## config.mk

```make
export PLATFORM = sky130hd
export DESIGN_NAME = reorder_buffer
export DESIGN_NICKNAME = d
export VERILOG_FILES = /design/src/rtl/isa_pkg.sv /design/src/rtl/core_pkg.sv /design/src/rtl/reorder_buffer.sv
export SDC_FILE = /design/constraint.sdc
export NUM_CORES = 1
export LEC_CHECK = 0
export BUFFER_PORTS_ARGS = -buffer_cell sky130_fd_sc_hd__buf_2
export CAP_MARGIN = 20
export CORE_MARGIN = 2
export CORE_UTILIZATION = 38
export DETAILED_ROUTE_END_ITERATION = 6
export MAX_ROUTING_LAYER = met4
export PLACE_DENSITY = 0.54
export SLEW_MARGIN = 20
export SYNTH_ARGS = -nofsm -noshare
export SYNTH_HDL_FRONTEND = slang
export SYNTH_SLANG_ARGS = --single-unit
```

## constraint.sdc

```tcl
create_clock -name clk_100mhz -period 3.3 [get_ports clk_100mhz]
set_clock_uncertainty 0.2 [all_clocks]
set_input_delay 0.33 -clock clk_100mhz [delete_from_list [all_inputs] [get_ports clk_100mhz]]
set_output_delay 0.33 -clock clk_100mhz [all_outputs]
set_load 0.005 [all_outputs]
```

## src/rtl/isa_pkg.sv

```systemverilog
package isa_pkg;

  typedef logic [4:0] reg_addr_t;

  // major opcodes in use
  typedef enum logic [6:0] {
    OP    = 7'b0110011,  // reg-reg, also M extension
    OPIMM = 7'b0010011,
    LUI   = 7'b0110111
  } opcode_e;

  typedef enum logic [3:0] {
    ADD = 4'd0,
    SUB = 4'd1,
    AND = 4'd2,
    OR  = 4'd3,
    XOR = 4'd4,
    SLL = 4'd5,
    SRL = 4'd6,
    SLT = 4'd7   // signed compare
  } alu_op_e;

  typedef enum logic [1:0] {
    MUL   = 2'd0,  // low word
    MULH  = 2'd1,  // high word, signed x signed
    MULHU = 2'd2   // high word, unsigned
  } mul_op_e;

  localparam logic [6:0] F7_MULDIV = 7'b0000001;

endpackage

```

## src/rtl/core_pkg.sv

```systemverilog
package core_pkg;

  import isa_pkg::*;

  typedef logic [3:0] rob_tag_t;  // up to 16 ROB entries

  typedef struct packed {
    logic        ready;
    rob_tag_t    tag;    // producer when not ready
    logic [31:0] value;
  } operand_t;

  typedef struct packed {
    rob_tag_t tag;  // destination ROB entry
    operand_t src1;
    operand_t src2;
  } dispatch_t;

  typedef struct packed {
    logic        valid;
    rob_tag_t    tag;
    logic [31:0] value;
  } cdb_t;

  typedef struct packed {
    logic        valid;
    rob_tag_t    tag;
    reg_addr_t   rd;
    logic [31:0] value;
  } commit_t;

endpackage

```

## src/rtl/reorder_buffer.sv

```systemverilog
`timescale 1ns/1ns

module reorder_buffer import isa_pkg::*, core_pkg::*; #(
  parameter int ROB_DEPTH = 8
) (
  input  logic      clk_100mhz,
  input  logic      sys_rst,
  input  logic      i_alloc,
  input  reg_addr_t i_rd,
  output logic      o_ready,
  output rob_tag_t  o_tag,
  input  rob_tag_t  i_src_tag1,
  input  rob_tag_t  i_src_tag2,
  output operand_t  o_src_op1,
  output operand_t  o_src_op2,
  input  cdb_t      i_cdb,
  output commit_t   o_commit
);

  localparam int PW = $clog2(ROB_DEPTH);

  logic [PW-1:0]        head;
  logic [PW-1:0]        tail;
  logic [PW:0]          count;
  logic [ROB_DEPTH-1:0] done;
  reg_addr_t            rds  [ROB_DEPTH];
  logic [31:0]          vals [ROB_DEPTH];
  logic                 retire;

  assign o_ready = (count != (PW+1)'(ROB_DEPTH));
  assign o_tag   = rob_tag_t'(tail);
  assign retire  = (count != '0) && done[head];

  // operand lookup for renamed sources
  always_comb begin
    o_src_op1 = '{ready: done[i_src_tag1[PW-1:0]],
                  tag:   i_src_tag1,
                  value: vals[i_src_tag1[PW-1:0]]};
    o_src_op2 = '{ready: done[i_src_tag2[PW-1:0]],
                  tag:   i_src_tag2,
                  value: vals[i_src_tag2[PW-1:0]]};
  end

  always_ff @(posedge clk_100mhz) begin
    if (sys_rst) begin
      head           <= '0;
      tail           <= '0;
      count          <= '0;
      done           <= '0;
      o_commit.valid <= 1'b0;
    end else begin
      if (i_alloc) begin
        rds[tail]  <= i_rd;
        done[tail] <= 1'b0;
        tail       <= tail + 1'b1;  // wraps, depth is a power of two
      end
      if (i_cdb.valid) begin
        done[i_cdb.tag[PW-1:0]] <= 1'b1;
        vals[i_cdb.tag[PW-1:0]] <= i_cdb.value;
      end
      o_commit.valid <= retire;
      if (retire) begin
        o_commit.tag   <= rob_tag_t'(head);
        o_commit.rd    <= rds[head];
        o_commit.value <= vals[head];
        head           <= head + 1'b1;
      end
      count <= count + (PW+1)'(i_alloc) - (PW+1)'(retire);
    end
  end

endmodule

```

==> metrics, run 1 <==
Hold Crit Class input pin to flip-flop; Critical Path AT 2920 ps; post-route ant nets 0; synth top area cells edfxtp_1 58%, mux4_2 27%, mux2_2 6.8%; die footprint 47300 µm²; Hold Fails Final Rpt 0; num ports 174; status finished clean; Post-Synth Simple-Gate Area 1.52%; Slew Viols, Final 0; Hold Crit Depth 3; Worst-Margin Slew 947 ps; Post-synth top flop edfxtp_1; H-tree Lvls 2; Slew HR 36.9%; CTS tree done; LEAKAGE 6.77 nW; Clock Tree Buf Depth 3; Layout Nets 1111; asr flop ratio synth 0%; Worst Hold End done[5]; die width 218 µm; Routed WL 43600 µm; share of cells above drive strength 1 53.6%; Post-CTS Hold Buffers 39; clk sinks 355; All-Layer GR Usage 19.4%; main combinational cell family by area after synthesis multiplexers; via density per instance 5.57; final setup violation count 0; TritonRoute pass-1 iters 5; post-synthesis sequential area ratio 60.4%; Post-synth EDFFs 336; Final Cycle Share 81.0%; drc violations 0; post-synth top area share 58.2%; initial antenna violation count 2; Initial Utilization 38.3%; Mapped Cells 839; core area 45200 µm²; HPWL after DPL 25400 µm; num rows 78; I/O Buffers 166; Avg Cell Area, Syn 20.7 µm²; largest net degree at the start of global routing 68; CTS root buffer clkbuf_16; GPL Wtd Cong 0.745; cells resized by post-CTS repair 0; most frequent cells in the layout 336 x edfxtp_1, 206 x mux4_2, 164 x buf_2; worst-path fanout max 3; Syn. warnings 0; synthesis-stage register bit count 355; worst reg-to-reg setup slack 630 ps; insertion delay to the later sink of the worst-skew pair 560 ps; post-synthesis cell area 17300 µm²; initial drt markers 648; adder-cell share of the synthesized area 0.693%; worst flop-to-flop path startpoint count[2]; Setup TNS Final 0 ps; Tmin final 2670 ps; Clk pin slew, worst setup/hold paths 60 ps; Worst Setup Start Kind flip-flop; setup slack after layout 627 ps; Worst R2R End count[2]; Die Ht 218 µm; DP Worst Slack 641 ps; mux cell area share after synthesis 33.8%; Max Cap Violations 0; crit end category flip-flop; Max Clk Rate 0.374 GHz; Data required, critical path 3550 ps; post-synthesis compound-gate area fraction 0.989%; first-pass GRT wire length 64200 µm; vias in the first global route 9960; vias after detailed routing 9353; most common cell after layout, fill and taps aside edfxtp_1; maximum VDD drop 327 µV; Area Overhead vs Synth 19.9%; kind of critical path flip-flop to flip-flop; Synth Area in XOR/XNOR 0.152%; area leader, netlist edfxtp_1; distinct cell type count after synthesis 40; WL per Instance 26.0 µm; Setup Buffers After CTS 0; unrepaired setup endpoints after global routing false; R2R cell count 11; GRT overflow 0; Hold Startpoint i_cdb[32]; PD cells 532 nW/µm²; Fill cells 3848; cts bufs inserted 40
==> flip-flops by register name (all words and copies together), names as in the netlist <==
name,count
head,3
count,4
tail,3
o_commit,41
rds,40
done,8
vals,256
==> report_power, final <==
| group | switching (mW) | internal [mW] |
|---|---|---|
| registers | 0.0791 | 5.10 |
| clock network | 1.74 | 2.61 |
| logic | 0.708 | 0.812 |
| total | 2.53 | 8.52 |
==> metal layers <==
metal | share of wire, % | global-route usage [%] | vias to the layer above
met5 | 0 | - | -
met3 | 5.3 | 2.80 | 68
met2 | 48 | 30.2 | 282
li1 | - | - | 4046
met4 | 2.2 | 5.98 | 0
met1 | 44 | 26.5 | 4957
==> area by class of cell <==
| class | count | area, µm² | share of cell area [%] |
|---|---|---|---|
| antenna | 2 | 5.00 | 0.0241 |
| sequential | 355 | 10500 | 50.4 |
| tap | 600 | 751 | 3.61 |
| timing repair buffer | 240 | 1730 | 8.31 |
| inverter | 8 | 30.0 | 0.145 |
| clock inverter | 14 | 171 | 0.825 |
| clock buffer | 55 | 1090 | 5.24 |
| multi-input combinational | 404 | 6520 | 31.4 |
==> kinds of logic (layout without fill, tap and decap cells) <==
| logic type | count (synthesis) | after routing |
|---|---|---|
| fa+ha+maj | 9 | 9 |
| flops | 355 | 355 |
| xor+xnor | 3 | 3 |
| other cells | 1 | 4 |
| mux | 315 | 315 |
| compound gates | 24 | 24 |
| buf+inv | 81 | 317 |
| simple gates | 51 | 51 |
==> critical path, stage by stage, from the launching register on <==
cell	delay, ps
dfxtp_1	290
inv_1	90
ha_1	160
or3b_2	490
o31ai_1	110
nor3_2	90
ha_1	280
inv_1	40
ha_1	200
fa_1	410
xnor2_1	160
nor2_1	50
==> metrics by stage <==
stage / std cells / total power [mW] / hold slack [ps] / utilization, % / instance area (µm²)
floorplan: 840 / 6.28 / 203 / - / 17300
global placement: 1568 / 6.78 / 330 / 42.3 / 19100
detailed placement: 1568 / 6.78 / 325 / 42.3 / 19100
CTS: 1676 / 11.2 / 71.2 / 46.0 / 20800
global route: 1678 / 11.5 / 115 / 46.0 / 20800
finish: 1678 / 11.0 / 95.3 / 46.0 / 20800
==> synthesized netlist by cell type (all sizes together), types with 2 or more instances <==
cell type	number
edfxtp	336
mux4	206
mux2	105
buf	54
clkbuf	19
dfxtp	19
nor2	17
nand2b	9
ha	8
inv	8
nand2	5
nor2b	5
nor3	5
o211ai	5
o21ai	5
mux2i	4
a21oi	3
nand3	3
o311ai	3
a31o	2
and2	2
o31ai	2
xnor2	2
==> worst max path at each step <==
stage	slack (ps)	to	depth (start not counted)	from
after floorplan	570	o_commit[0]	5	head[0]
after global placement	620	count[2]	11	count[2]
after detailed placement	640	count[2]	11	count[2]
after CTS	600	o_commit[12]	6	head[0]
after global routing	510	count[2]	11	count[2]
final	630	count[2]	11	count[2]
Note: power is estimated with default switching activity, not from simulation.
==> run 2: changes to the inputs <==
--- a/config.mk
+++ b/config.mk
@@ -11,7 +11,7 @@
 export CORE_UTILIZATION = 38
 export DETAILED_ROUTE_END_ITERATION = 6
 export MAX_ROUTING_LAYER = met4
-export PLACE_DENSITY = 0.54
+export PLACE_DENSITY = 0.52
 export SLEW_MARGIN = 20
 export SYNTH_ARGS = -nofsm -noshare
 export SYNTH_HDL_FRONTEND = slang
==> constraint.sdc (replaced) <==
create_clock -name clk_100mhz -period 2.6 [get_ports clk_100mhz]
set_clock_uncertainty 0.2 [all_clocks]
set_input_delay 0.26 -clock clk_100mhz [delete_from_list [all_inputs] [get_ports clk_100mhz]]
set_output_delay 0.26 -clock clk_100mhz [all_outputs]
set_load 0.005 [all_outputs]
==> run 2 against run 1 <==
Core utilization is 0.34 points higher. Critical path type unchanged. Non-clock buffer count increased by 18. Via count shrank 0.36%. Flip-flop and latch count unchanged. Final area increased by 0.75%. Final cell count is 1.1% higher. Sequential share of layout area decreased by 0.37 points. Largest cell class unchanged.
==> metrics, run 2 (same netlist as run 1, synthesis figures left out) <==
Max Cap Violations 0 (unchanged); GRT overflow 0 (unchanged); Tmin final 2440 ps (-230 ps); Max Clk Rate 0.409 GHz (+9.4%); max reg flops 256 (unchanged); M1 WL 19200 µm (+0.26%); Worst-Margin Slew 934 ps (-12.4 ps); Slew Viols, Final 0 (unchanged); highest routed metal layer met4; most common cell after layout, fill and taps aside edfxtp_1; unrepaired setup endpoints after global routing false; H-tree Lvls 2 (unchanged); first-pass GRT wire length 64600 µm (+0.58%); Final Cycle Share 94.0% (+13 points); Setup Buffers After CTS 0 (unchanged); Routed WL 43600 µm (+0.19%); LEAKAGE 6.86 nW (+1.3%); All-Layer GR Usage 19.4% (+0.072 points); CP Launch Point count[2]; Clk pin slew, worst setup/hold paths 60 ps (about the same); Layout Utilization 46.3% (+0.34 points); CP cell instances inv_1 -> ha_1 -> or3b_4 -> o31ai_2 -> nor3_2 -> ha_1 -> inv_1 -> ha_1 -> fa_2 -> nor2b_1; num ports 174 (unchanged); crit end category flip-flop; worst-path fanout max 2 (-1); CTS tree done; Die Ht 218 µm (unchanged); initial drt markers 607 (-6.3%); cts bufs inserted 41 (+2.5%); core area 45200 µm² (unchanged); status finished clean; CP bufs+invs 2 (unchanged); Setup TNS Final 0 ps (unchanged); largest net degree at the start of global routing 60 (-12%); I/O Buffers 166 (unchanged); Slew HR 37.7% (+0.83 points); WL per Instance 25.7 µm (-0.93%); Worst Setup Start Kind flip-flop; TritonRoute pass-1 iters 7 (+2); GPL Wtd Cong 0.735 (-1.4%); clk sinks 355 (unchanged); Hold Startpoint i_cdb[34]; HPWL after DPL 25100 µm (-1.4%); kind of critical path flip-flop to flip-flop; vias after detailed routing 9319 (-0.36%); Data required, critical path 2880 ps (-670 ps); CTS root buffer clkbuf_16; Area Overhead vs Synth 20.8%; final setup violation count 0 (unchanged); via density per instance 5.49 (-1.5%); Met2 Wirelength 21400 µm (+1.4%); maximum VDD drop 490 µV (+50%); PD cells 661 nW/µm² (+24%); Fill cells 3838 (-0.26%); area occupied by multi-input gates 6530 µm² (+0.15%); critical path's slowest cell fa_2; drc violations 0 (unchanged); share of cells above drive strength 1 54.8% (+1.2 points); Critical Path AT 2720 ps (-200 ps); initial antenna violation count 2 (unchanged); met3 WL 2310 µm (-0.47%); die footprint 47300 µm² (unchanged); Hold Crit Class input pin to flip-flop; Hold Fails Final Rpt 0 (unchanged); post-route ant nets 0 (unchanged); crit-path most repeated cell ha_1; register area 10500 µm² (unchanged); die width 218 µm (unchanged); crit-path max cell delay 530 ps (+40 ps); worst reg-to-reg setup slack 160 ps (-470 ps); most frequent cells in the layout 336 x edfxtp_1, 206 x mux4_2, 164 x buf_2; num rows 78 (unchanged); Initial Utilization 38.3% (unchanged); insertion delay to the later sink of the worst-skew pair 550 ps (about the same); Layout Nets 1130 (+1.7%); worst flop-to-flop path startpoint count[2]; Clock Tree Buf Depth 3 (unchanged); cell family with most CP delay adder cells; vias in the first global route 9933 (-0.27%)
run 2: cell types whose count changed in the layout (fill, tap and decap cells not counted), sizes merged:
cell,previous run,this run
buf,201,218
bufinv,4,2
clkbuf,55,49
clkinv,8,18
clkinvlp,0,1
dlygate4sd3,39,40
inv,10,8
run 2: area by class of cell:
class                           count  share of cell area [%]
Clock inverter                     21                   0.712
Tap cell                          600                    3.59
Inverter                            8                   0.143
Sequential cell                   355                    50.1
Multi-Input combinational cell    404                    31.2
Clock buffer                       49                    5.05
Timing Repair Buffer              258                    9.21
Antenna cell                        2                  0.0239
run 2: where the power goes:
part / switching (mW) / total [mW] / internal (mW)
Combinational: 0.911 / 2.00 / 1.09
Clock: 2.19 / 5.26 / 3.07
Sequential: 0.0966 / 6.56 / 6.47
run 2: routing by layer:
layer | up-vias | GRT usage, %
met1 | 4942 | 26.1
met2 | 234 | 30.8
met5 | - | -
met3 | 53 | 3.70
met4 | 0 | 4.63
li1 | 4090 | -
run 2: repair_timing:
action | in CTS | in global routing
endpoints found under the hold margin | 310 | 0
endpoints found under the setup margin | 0 | 3
gates resized for setup | 0 | 3
hold buffers | 40 | 0
run 2: per-stage QoR:
| stage | power [mW] | instances | hold slack [ps] | cell area [µm²] | setup slack [ps] |
|---|---|---|---|---|---|
| 6_report | 13.8 | 1697 | 44.2 | 20900 | 157 |
| 5_1_grt | 14.4 | 1697 | 46.8 | 20900 | 31.9 |
| 4_1_cts | 14.0 | 1695 | 6.22 | 20900 | 2.72 |
| 3_5_place_dp | 8.66 | 1585 | 320 | 19300 | 16.6 |
| 3_3_place_gp | 8.66 | 1585 | 320 | 19300 | 25.7 |
| 2_1_floorplan | 7.97 | 840 | 159 | 17300 | -4.79 |
run 2: worst paths after layout:
path                                  to  cells after the start
worst max register to register  count[1]                     10
worst min-delay path             done[5]                      3
worst max-delay path            count[1]                     10
worst min register to register   head[2]                      2
run 2: worst reg2reg max path: cells and delay by family, from the launching register on:
family	cells	cell delay, ps
flops	1	300
compound gates	1	80
fa+ha+maj	4	1150
simple gates	3	570
buf+inv	2	100
